<file path="config.mk">
export PLATFORM = sky130hd
export DESIGN_NAME = u2_ctrl_core
export DESIGN_NICKNAME = d
export VERILOG_FILES = /design/src/verilog/wb_pkg.sv /design/src/verilog/ctrl_pkg.sv /design/src/verilog/wb_if.sv /design/src/verilog/wb_slave_decode.sv /design/src/verilog/settings_bus_slave.sv /design/src/verilog/setting_bank.sv /design/src/verilog/readback_mux.sv /design/src/verilog/pic.sv /design/src/verilog/u2_ctrl_core.sv
export SDC_FILE = /design/constraint.sdc
export NUM_CORES = 1
export LEC_CHECK = 0
export BUFFER_PORTS_ARGS = -buffer_cell sky130_fd_sc_hd__buf_4
export CORE_MARGIN = 2
export CORE_UTILIZATION = 30
export CTS_BUF_LIST = sky130_fd_sc_hd__clkbuf_16
export DETAILED_ROUTE_END_ITERATION = 8
export HOLD_SLACK_MARGIN = 0.03
export SLEW_MARGIN = 20
export SYNTH_ARGS = -nofsm -noshare
export SYNTH_HDL_FRONTEND = slang
export SYNTH_HIERARCHICAL = 1
export SYNTH_SLANG_ARGS = --single-unit
</file>
<file path="constraint.sdc">
create_clock -name wb_clk -period 3.2 [get_ports wb_clk]
set_input_delay 0.64 -clock wb_clk [delete_from_list [all_inputs] [get_ports wb_clk]]
set_output_delay 0.64 -clock wb_clk [all_outputs]
set_load 0.005 [all_outputs]
</file>
<file path="src/verilog/wb_pkg.sv">
// Wishbone bus widths and data type
// Address word union and the slave address map
package wb_pkg;

   localparam int DW = 32;
   localparam int AW = 16;
   localparam int SW = 4;

   typedef logic [DW-1:0] wb_data_t;

   // Address fields, msb first
   typedef struct packed {
      logic [5:0] slave;
      logic [7:0] reg_index;
      logic [1:0] lane;
   } wb_addr_f_t;

   // Decoder looks at the slave field, slaves at reg_index
   typedef union packed {
      logic [AW-1:0] raw;
      wb_addr_f_t    f;
   } wb_addr_u;

   // Slave codes in the upper six address bits
   localparam logic [5:0] SLV_READBACK = 6'b110011;
   localparam logic [5:0] SLV_SETTINGS = 6'b110101;
   localparam logic [5:0] SLV_PIC      = 6'b110110;

   localparam int N_SLAVES = 3;

endpackage

</file>
<file path="src/verilog/ctrl_pkg.sv">
// Setting addresses, reset values and control widths
// Interrupt bit positions and the compatibility number
package ctrl_pkg;

   localparam int SET_AW = 8;

   ////////////////////////////////////////
   // Setting register addresses
   localparam logic [SET_AW-1:0] SR_CLOCK   = 8'd0;
   localparam logic [SET_AW-1:0] SR_SERDES  = 8'd1;
   localparam logic [SET_AW-1:0] SR_ADC     = 8'd2;
   localparam logic [SET_AW-1:0] SR_LED     = 8'd3;
   localparam logic [SET_AW-1:0] SR_PHY     = 8'd4;
   localparam logic [SET_AW-1:0] SR_LED_SRC = 8'd8;

   // Hardware drives LEDs 1 to 4 out of reset
   localparam logic [7:0] LED_SRC_RESET = 8'h1E;

   // Bump when the register map changes
   localparam logic [31:0] COMPAT_NUM = 32'd2;

   ////////////////////////////////////////
   // Interrupts
   localparam int IRQ_W          = 16;
   localparam int IRQ_PHY        = 4;
   localparam int IRQ_SERDES     = 12;
   localparam int IRQ_CLK_STATUS = 13;

   typedef logic [7:0]       led_word_t;
   typedef logic [IRQ_W-1:0] irq_vec_t;

endpackage

</file>
<file path="src/verilog/wb_if.sv">
// Wishbone slave-side bus with master and slave modports
interface wb_if;

   wb_pkg::wb_addr_u          adr;
   wb_pkg::wb_data_t          dat_w;
   wb_pkg::wb_data_t          dat_r;
   logic [wb_pkg::SW-1:0]     sel;
   logic                      we;
   logic                      stb;
   logic                      cyc;
   logic                      ack;

   // Decoder side
   modport master (output adr, dat_w, sel, we, stb, cyc,
                   input  dat_r, ack);

   // Peripheral side
   modport slave  (input  adr, dat_w, sel, we, stb, cyc,
                   output dat_r, ack);

endinterface

</file>
<file path="src/verilog/wb_slave_decode.sv">
// Single master address decoder and response mux
module wb_slave_decode (
   input  logic                  wb_clk,
   input  logic                  wb_rst,
   input  logic [wb_pkg::AW-1:0] adr_i,
   input  wb_pkg::wb_data_t      dat_i,
   input  logic [wb_pkg::SW-1:0] sel_i,
   input  logic                  we_i,
   input  logic                  stb_i,
   input  logic                  cyc_i,
   output wb_pkg::wb_data_t      dat_o,
   output logic                  ack_o,
   output logic                  err_o,
   wb_if.master                  rb_bus,
   wb_if.master                  set_bus,
   wb_if.master                  pic_bus
);

   wb_pkg::wb_addr_u            adr;
   logic [wb_pkg::N_SLAVES-1:0] hit;

   assign adr = adr_i;

   // Match bits: readback, settings, pic
   assign hit[0] = (adr.f.slave == wb_pkg::SLV_READBACK);
   assign hit[1] = (adr.f.slave == wb_pkg::SLV_SETTINGS);
   assign hit[2] = (adr.f.slave == wb_pkg::SLV_PIC);

   ////////////////////////////////////////
   // Request fan-out, only stb is steered
   assign rb_bus.adr    = adr;
   assign rb_bus.dat_w  = dat_i;
   assign rb_bus.sel    = sel_i;
   assign rb_bus.we     = we_i;
   assign rb_bus.cyc    = cyc_i;
   assign rb_bus.stb    = stb_i & hit[0];

   assign set_bus.adr   = adr;
   assign set_bus.dat_w = dat_i;
   assign set_bus.sel   = sel_i;
   assign set_bus.we    = we_i;
   assign set_bus.cyc   = cyc_i;
   assign set_bus.stb   = stb_i & hit[1];

   assign pic_bus.adr   = adr;
   assign pic_bus.dat_w = dat_i;
   assign pic_bus.sel   = sel_i;
   assign pic_bus.we    = we_i;
   assign pic_bus.cyc   = cyc_i;
   assign pic_bus.stb   = stb_i & hit[2];

   ////////////////////////////////////////
   // Response path
   always_comb begin
      case (1'b1)
         hit[0]:  dat_o = rb_bus.dat_r;
         hit[1]:  dat_o = set_bus.dat_r;
         hit[2]:  dat_o = pic_bus.dat_r;
         default: dat_o = '0;
      endcase
   end

   assign ack_o = rb_bus.ack | set_bus.ack | pic_bus.ack;

   // Nobody home at this slave code
   assign err_o = stb_i & cyc_i & ~(|hit);

   a_one_slave_stb: assert property (@(posedge wb_clk) disable iff (wb_rst)
      $onehot0({rb_bus.stb, set_bus.stb, pic_bus.stb}));

endmodule

</file>
<file path="src/verilog/settings_bus_slave.sv">
// Wishbone to settings bus bridge
module settings_bus_slave (
   input  logic                        wb_clk,
   input  logic                        wb_rst,
   wb_if.slave                         bus,
   output logic                        set_stb_o,
   output logic [ctrl_pkg::SET_AW-1:0] set_addr_o,
   output wb_pkg::wb_data_t            set_data_o
);

   logic req;

   // New request, not yet acked
   assign req = bus.stb & bus.cyc & ~bus.ack;

   always_ff @(posedge wb_clk) begin
      if (wb_rst) begin
         bus.ack   <= 1'b0;
         set_stb_o <= 1'b0;
      end else begin
         bus.ack   <= req;
         set_stb_o <= req & bus.we;
      end
   end

   // Address and data latch with the strobe
   always_ff @(posedge wb_clk) begin
      if (req && bus.we) begin
         set_addr_o <= bus.adr.f.reg_index;
         set_data_o <= bus.dat_w;
      end
   end

   // Write-only slave
   assign bus.dat_r = '0;

   a_stb_pulse: assert property (@(posedge wb_clk) disable iff (wb_rst)
      set_stb_o |=> !set_stb_o);

endmodule

</file>
<file path="src/verilog/setting_bank.sv">
// Control setting registers for clock gen, SERDES, ADC and PHY
// LED register and hardware/software LED source mux
module setting_bank (
   input  logic                        wb_clk,
   input  logic                        wb_rst,
   input  logic                        set_stb_i,
   input  logic [ctrl_pkg::SET_AW-1:0] set_addr_i,
   input  wb_pkg::wb_data_t            set_data_i,
   input  logic                        run_rx_i,
   input  logic                        run_tx_i,
   input  logic                        clk_status_i,
   input  logic                        serdes_link_up_i,
   output ctrl_pkg::led_word_t         leds_o,
   output logic                        clock_ready_o,
   output logic [1:0]                  clk_en_o,
   output logic [1:0]                  clk_sel_o,
   output logic                        ser_enable_o,
   output logic                        ser_prbsen_o,
   output logic                        ser_loopen_o,
   output logic                        ser_rx_en_o,
   output logic                        adc_oe_a_o,
   output logic                        adc_on_a_o,
   output logic                        adc_oe_b_o,
   output logic                        adc_on_b_o,
   output logic                        phy_reset_n_o
);

   logic [4:0]          clock_r;
   logic [3:0]          serdes_r;
   logic [3:0]          adc_r;
   logic                phy_r;
   ctrl_pkg::led_word_t led_sw;
   ctrl_pkg::led_word_t led_src;
   ctrl_pkg::led_word_t led_hw;

   always_ff @(posedge wb_clk) begin
      if (wb_rst) begin
         clock_r  <= '0;
         serdes_r <= '0;
         adc_r    <= '0;
         phy_r    <= 1'b0;
         led_sw   <= '0;
         led_src  <= ctrl_pkg::LED_SRC_RESET;
      end else if (set_stb_i) begin
         case (set_addr_i)
            ctrl_pkg::SR_CLOCK:   clock_r  <= set_data_i[4:0];
            ctrl_pkg::SR_SERDES:  serdes_r <= set_data_i[3:0];
            ctrl_pkg::SR_ADC:     adc_r    <= set_data_i[3:0];
            ctrl_pkg::SR_PHY:     phy_r    <= set_data_i[0];
            ctrl_pkg::SR_LED:     led_sw   <= set_data_i[7:0];
            ctrl_pkg::SR_LED_SRC: led_src  <= set_data_i[7:0];
            default: ;
         endcase
      end
   end

   assign {clock_ready_o, clk_en_o, clk_sel_o} = clock_r;
   assign {ser_enable_o, ser_prbsen_o, ser_loopen_o, ser_rx_en_o} = serdes_r;
   assign {adc_oe_a_o, adc_on_a_o, adc_oe_b_o, adc_on_b_o} = adc_r;
   assign phy_reset_n_o = ~phy_r;

   ////////////////////////////////////////
   // LED mux, source bit 1 picks hardware
   assign led_hw = {3'b000, run_tx_i, run_rx_i, clk_status_i, serdes_link_up_i, 1'b0};
   assign leds_o = (led_src & led_hw) | (~led_src & led_sw);

endmodule

</file>
<file path="src/verilog/readback_mux.sv">
// Status word readback with free-running cycle counter
module readback_mux (
   input  logic               wb_clk,
   input  logic               wb_rst,
   wb_if.slave                bus,
   input  logic               sim_mode_i,
   input  logic [3:0]         clock_divider_i,
   input  ctrl_pkg::irq_vec_t irq_i
);

   wb_pkg::wb_data_t cycle_count;
   wb_pkg::wb_data_t word;
   logic             req;

   assign req = bus.stb & bus.cyc & ~bus.ack;

   always_ff @(posedge wb_clk) begin
      if (wb_rst)
         cycle_count <= '0;
      else
         cycle_count <= cycle_count + 1'b1;
   end

   // Words not listed here read zero
   always_comb begin
      case (bus.adr.f.reg_index[3:0])
         4'd9:    word = {sim_mode_i, 27'd0, clock_divider_i};
         4'd12:   word = ctrl_pkg::COMPAT_NUM;
         4'd13:   word = wb_pkg::wb_data_t'(irq_i);
         4'd15:   word = cycle_count;
         default: word = '0;
      endcase
   end

   // Writes take the ack and nothing else
   always_ff @(posedge wb_clk) begin
      if (wb_rst)
         bus.ack <= 1'b0;
      else
         bus.ack <= req;
   end

   always_ff @(posedge wb_clk) begin
      if (req)
         bus.dat_r <= word;
   end

endmodule

</file>
<file path="src/verilog/pic.sv">
// Interrupt controller with edge/level, polarity, mask and pending registers
module pic (
   input  logic               wb_clk,
   input  logic               wb_rst,
   wb_if.slave                bus,
   input  ctrl_pkg::irq_vec_t irq_i,
   output logic               int_o
);

   ctrl_pkg::irq_vec_t edge_en;
   ctrl_pkg::irq_vec_t polarity;
   ctrl_pkg::irq_vec_t mask;
   ctrl_pkg::irq_vec_t pending;
   ctrl_pkg::irq_vec_t pending_n;
   ctrl_pkg::irq_vec_t active;
   ctrl_pkg::irq_vec_t active_q;
   ctrl_pkg::irq_vec_t wdata;
   ctrl_pkg::irq_vec_t wmask;
   logic               req;
   logic               wr;

   assign req   = bus.stb & bus.cyc & ~bus.ack;
   assign wr    = req & bus.we;
   assign wdata = bus.dat_w[ctrl_pkg::IRQ_W-1:0];
   // Byte lanes of the 16-bit registers
   assign wmask = {{8{bus.sel[1]}}, {8{bus.sel[0]}}};

   // Polarity 1 is active high
   assign active = ~(irq_i ^ polarity);

   ////////////////////////////////////////
   // Pending update, new events win over a clear
   always_comb begin
      pending_n = pending;
      if (wr && bus.adr.f.reg_index == 8'd3)
         pending_n = pending & ~(wdata & wmask);
      pending_n = pending_n | (edge_en & active & ~active_q) | (~edge_en & active);
   end

   always_ff @(posedge wb_clk) begin
      if (wb_rst) begin
         edge_en  <= '0;
         polarity <= '0;
         mask     <= '1;
         pending  <= '0;
         active_q <= '0;
         bus.ack  <= 1'b0;
      end else begin
         bus.ack  <= req;
         active_q <= active;
         pending  <= pending_n;
         if (wr) begin
            case (bus.adr.f.reg_index)
               8'd0:    edge_en  <= (edge_en & ~wmask) | (wdata & wmask);
               8'd1:    polarity <= (polarity & ~wmask) | (wdata & wmask);
               8'd2:    mask     <= (mask & ~wmask) | (wdata & wmask);
               default: ;
            endcase
         end
      end
   end

   always_ff @(posedge wb_clk) begin
      if (req) begin
         case (bus.adr.f.reg_index)
            8'd0:    bus.dat_r <= wb_pkg::wb_data_t'(edge_en);
            8'd1:    bus.dat_r <= wb_pkg::wb_data_t'(polarity);
            8'd2:    bus.dat_r <= wb_pkg::wb_data_t'(mask);
            8'd3:    bus.dat_r <= wb_pkg::wb_data_t'(pending);
            default: bus.dat_r <= '0;
         endcase
      end
   end

   assign int_o = |(pending & ~mask);

   a_int_pending: assert property (@(posedge wb_clk) disable iff (wb_rst)
      int_o |-> (pending != '0));

endmodule

</file>
<file path="src/verilog/u2_ctrl_core.sv">
// Control plane top: address decoder, settings bus and setting bank
// Status readback and interrupt controller
module u2_ctrl_core (
   input  logic                  wb_clk,
   input  logic                  wb_rst,
   input  logic [wb_pkg::AW-1:0] adr_i,
   input  logic [wb_pkg::DW-1:0] dat_i,
   input  logic [wb_pkg::SW-1:0] sel_i,
   input  logic                  we_i,
   input  logic                  stb_i,
   input  logic                  cyc_i,
   output logic [wb_pkg::DW-1:0] dat_o,
   output logic                  ack_o,
   output logic                  err_o,
   output logic                  int_o,
   input  logic                  run_rx_i,
   input  logic                  run_tx_i,
   input  logic                  clk_status_i,
   input  logic                  serdes_link_up_i,
   input  logic                  phy_int_n_i,
   input  logic                  sim_mode_i,
   input  logic [3:0]            clock_divider_i,
   output logic [7:0]            leds_o,
   output logic                  clock_ready_o,
   output logic [1:0]            clk_en_o,
   output logic [1:0]            clk_sel_o,
   output logic                  ser_enable_o,
   output logic                  ser_prbsen_o,
   output logic                  ser_loopen_o,
   output logic                  ser_rx_en_o,
   output logic                  adc_oe_a_o,
   output logic                  adc_on_a_o,
   output logic                  adc_oe_b_o,
   output logic                  adc_on_b_o,
   output logic                  phy_reset_n_o
);

   logic                        set_stb;
   logic [ctrl_pkg::SET_AW-1:0] set_addr;
   wb_pkg::wb_data_t            set_data;
   ctrl_pkg::irq_vec_t          irq;

   wb_if rb_bus ();
   wb_if set_bus ();
   wb_if pic_bus ();

   // Live interrupt sources only
   assign irq = (ctrl_pkg::irq_vec_t'(phy_int_n_i) << ctrl_pkg::IRQ_PHY)
              | (ctrl_pkg::irq_vec_t'(serdes_link_up_i) << ctrl_pkg::IRQ_SERDES)
              | (ctrl_pkg::irq_vec_t'(clk_status_i) << ctrl_pkg::IRQ_CLK_STATUS);

   ////////////////////////////////////////
   // Bus decode
   wb_slave_decode decode0 (
      .wb_clk(wb_clk), .wb_rst(wb_rst),
      .adr_i(adr_i), .dat_i(dat_i), .sel_i(sel_i), .we_i(we_i),
      .stb_i(stb_i), .cyc_i(cyc_i),
      .dat_o(dat_o), .ack_o(ack_o), .err_o(err_o),
      .rb_bus(rb_bus.master), .set_bus(set_bus.master), .pic_bus(pic_bus.master));

   ////////////////////////////////////////
   // Settings bus, slave 7
   settings_bus_slave settings0 (
      .wb_clk(wb_clk), .wb_rst(wb_rst), .bus(set_bus.slave),
      .set_stb_o(set_stb), .set_addr_o(set_addr), .set_data_o(set_data));

   setting_bank bank0 (
      .wb_clk(wb_clk), .wb_rst(wb_rst),
      .set_stb_i(set_stb), .set_addr_i(set_addr), .set_data_i(set_data),
      .run_rx_i(run_rx_i), .run_tx_i(run_tx_i),
      .clk_status_i(clk_status_i), .serdes_link_up_i(serdes_link_up_i),
      .leds_o(leds_o),
      .clock_ready_o(clock_ready_o), .clk_en_o(clk_en_o), .clk_sel_o(clk_sel_o),
      .ser_enable_o(ser_enable_o), .ser_prbsen_o(ser_prbsen_o),
      .ser_loopen_o(ser_loopen_o), .ser_rx_en_o(ser_rx_en_o),
      .adc_oe_a_o(adc_oe_a_o), .adc_on_a_o(adc_on_a_o),
      .adc_oe_b_o(adc_oe_b_o), .adc_on_b_o(adc_on_b_o),
      .phy_reset_n_o(phy_reset_n_o));

   ////////////////////////////////////////
   // Status readback, slave 5
   readback_mux readback0 (
      .wb_clk(wb_clk), .wb_rst(wb_rst), .bus(rb_bus.slave),
      .sim_mode_i(sim_mode_i), .clock_divider_i(clock_divider_i), .irq_i(irq));

   ////////////////////////////////////////
   // Interrupt controller, slave 8
   pic pic0 (
      .wb_clk(wb_clk), .wb_rst(wb_rst), .bus(pic_bus.slave),
      .irq_i(irq), .int_o(int_o));

endmodule

</file>
==> run metrics <==
Worst Tran Pin Value=1040 ps; Worst setup EP type=primary output; H-Tree Depth=1; initial antenna violation count=3; Worst Path Arrival=2010 ps; Clock Path Buffers=3; Final setup viols=0; worst slack, placed=540 ps; Nets=~1,200; Max FO, Critical Path=8; CTS tree=done; Post-CTS Hold Buffers=0; worst relative slew slack=a little under a third; Final Cycle Share=82.9%; CTS Buf Count=23; type of the worst min-delay path=in2reg; final setup TNS=0 ps; Critical Path RT=roughly 2600 ps; grt total ovfl=0; # DRC=0; final core occ=34.3%; Initial Utilization=30.2%; first-pass GRT wire length=39,700 um; hpwl dp=18,000 um; overall routing resource usage=a little over an eighth; Clock Tree Root=clkbuf_16; vias in the first global route=7,223; Synth Area per Inst=10.4 um2; clock sink count=210; Vias/cell=4.73; share of layout cells above drive strength 1=~18%; Mapped Area=10,700 um2; clk slew on worst S/H paths=60 ps; worst setup margin=about 550 ps; PostCTS Resize Cnt=0; via count=7,382; wire length per cell=16.4 um; area delta synth->final=13.5%; LEAKAGE=approximately 4.6 nW; RSZ-0062 raised after global routing=false; worst ir drop on vdd=0.341 mV; I/O Buffers=103; Layout Skew=14.8 ps; critical path type=in2out; Die H=192 um; Ports=124; Startpoint Class=input pin; FMAX=~380 MHz; Detailed Route Iter0 Violations=420; Die W=192 um; total of warnings raised by yosys=6; final wirelength=25,500 um; min Tclk post-route=2650 ps; core area=between 30,000 and 40,000 um2; postcts setup bufs=0; Routability Congestion=about 0.8; Synth Instances=1,025; die footprint=37,000 um2; Routed Antenna Nets=0; largest net degree at the start of global routing=85; worst skew pair latency=520 ps; Core Rows=a little under 70; Slew Viols, Final=0; pwr dens=468 nW/um2; status=complete, no violations; Tot Pwr=between 5 and 6 mW; Hold Violations, Final=0; Max Cap Viol=0; DRT Pass-1 Iters=4
## metal layers
layer | GRT usage, % | share of wire (%) | vias up
met2 | 22.5 | 46 | 134
met1 | 18.2 | 47 | 3538
met3 | 2.55 | 5.3 | 35
li1 | - | - | 3671
met4 | 2.97 | 1.4 | 4
met5 | 0 | 0.082 | -
## layout by cell type (no fill, tap or decap), types with 9 or more instances in the layout
master       n
o2bb2ai_1   32
nor2b_1     25
nand2b_1    43
a22oi_1     35
mux4_2      16
inv_1       25
buf_4      119
nand3_1     12
nand2_1     77
clkbuf_16   23
nor2_1      69
o21ai_0      9
and2_1      15
dfxtp_1    146
mux2i_1     78
nor3b_1      9
conb_1      74
or3_1       13
or4_1       12
edfxtp_1    64
a22o_1      13
xor2_1      19
a21oi_1     21
nand4_1     13
## final cells by class
| cell class | instances | area (um2) |
|---|---|---|
| multi-input cells | 708 | 4980 |
| clock buffers | 23 | 576 |
| flip-flops and latches | 210 | 4840 |
| diodes | 1 | 2.50 |
| fillers | 3474 | 23200 |
| repair buffers | 120 | 913 |
| clock inverters | 19 | 126 |
| well taps | 461 | 577 |
| inverters | 19 | 71.3 |
## metrics by stage
stage	area, um2	cells	hold WS (ps)
5_1_grt	12100	1560	288
3_3_place_gp	11400	1518	458
4_1_cts	12100	1560	283
3_5_place_dp	11400	1518	466
2_1_floorplan	10900	1096	415
6_report	12100	1561	310
## power by group
group | switching [mW] | total [mW] | internal [mW]
registers | 0.0279 | 2.80 | 2.77
clock network | 1.09 | 2.49 | 1.40
logic | 0.208 | 0.371 | 0.163
## worst max-delay path, stage by stage
cell and delay (ps):
buf_4 120, nor4_4 540, buf_4 250, o2bb2ai_1 250, buf_4 200
## worst paths after layout
kind,startpoint,to,slack [ps],depth (start not counted)
worst min-delay path,adr_i[7],settings0/set_addr_o[5],310,1
worst max register to register,readback0/cycle_count[1],readback0/cycle_count[26],870,5
worst min register to register,bank0/clock_r[0],bank0/clock_r[0],470,2
worst max-delay path,adr_i[12],dat_o[5],550,5
Note: power is estimated with default switching activity, not from simulation.
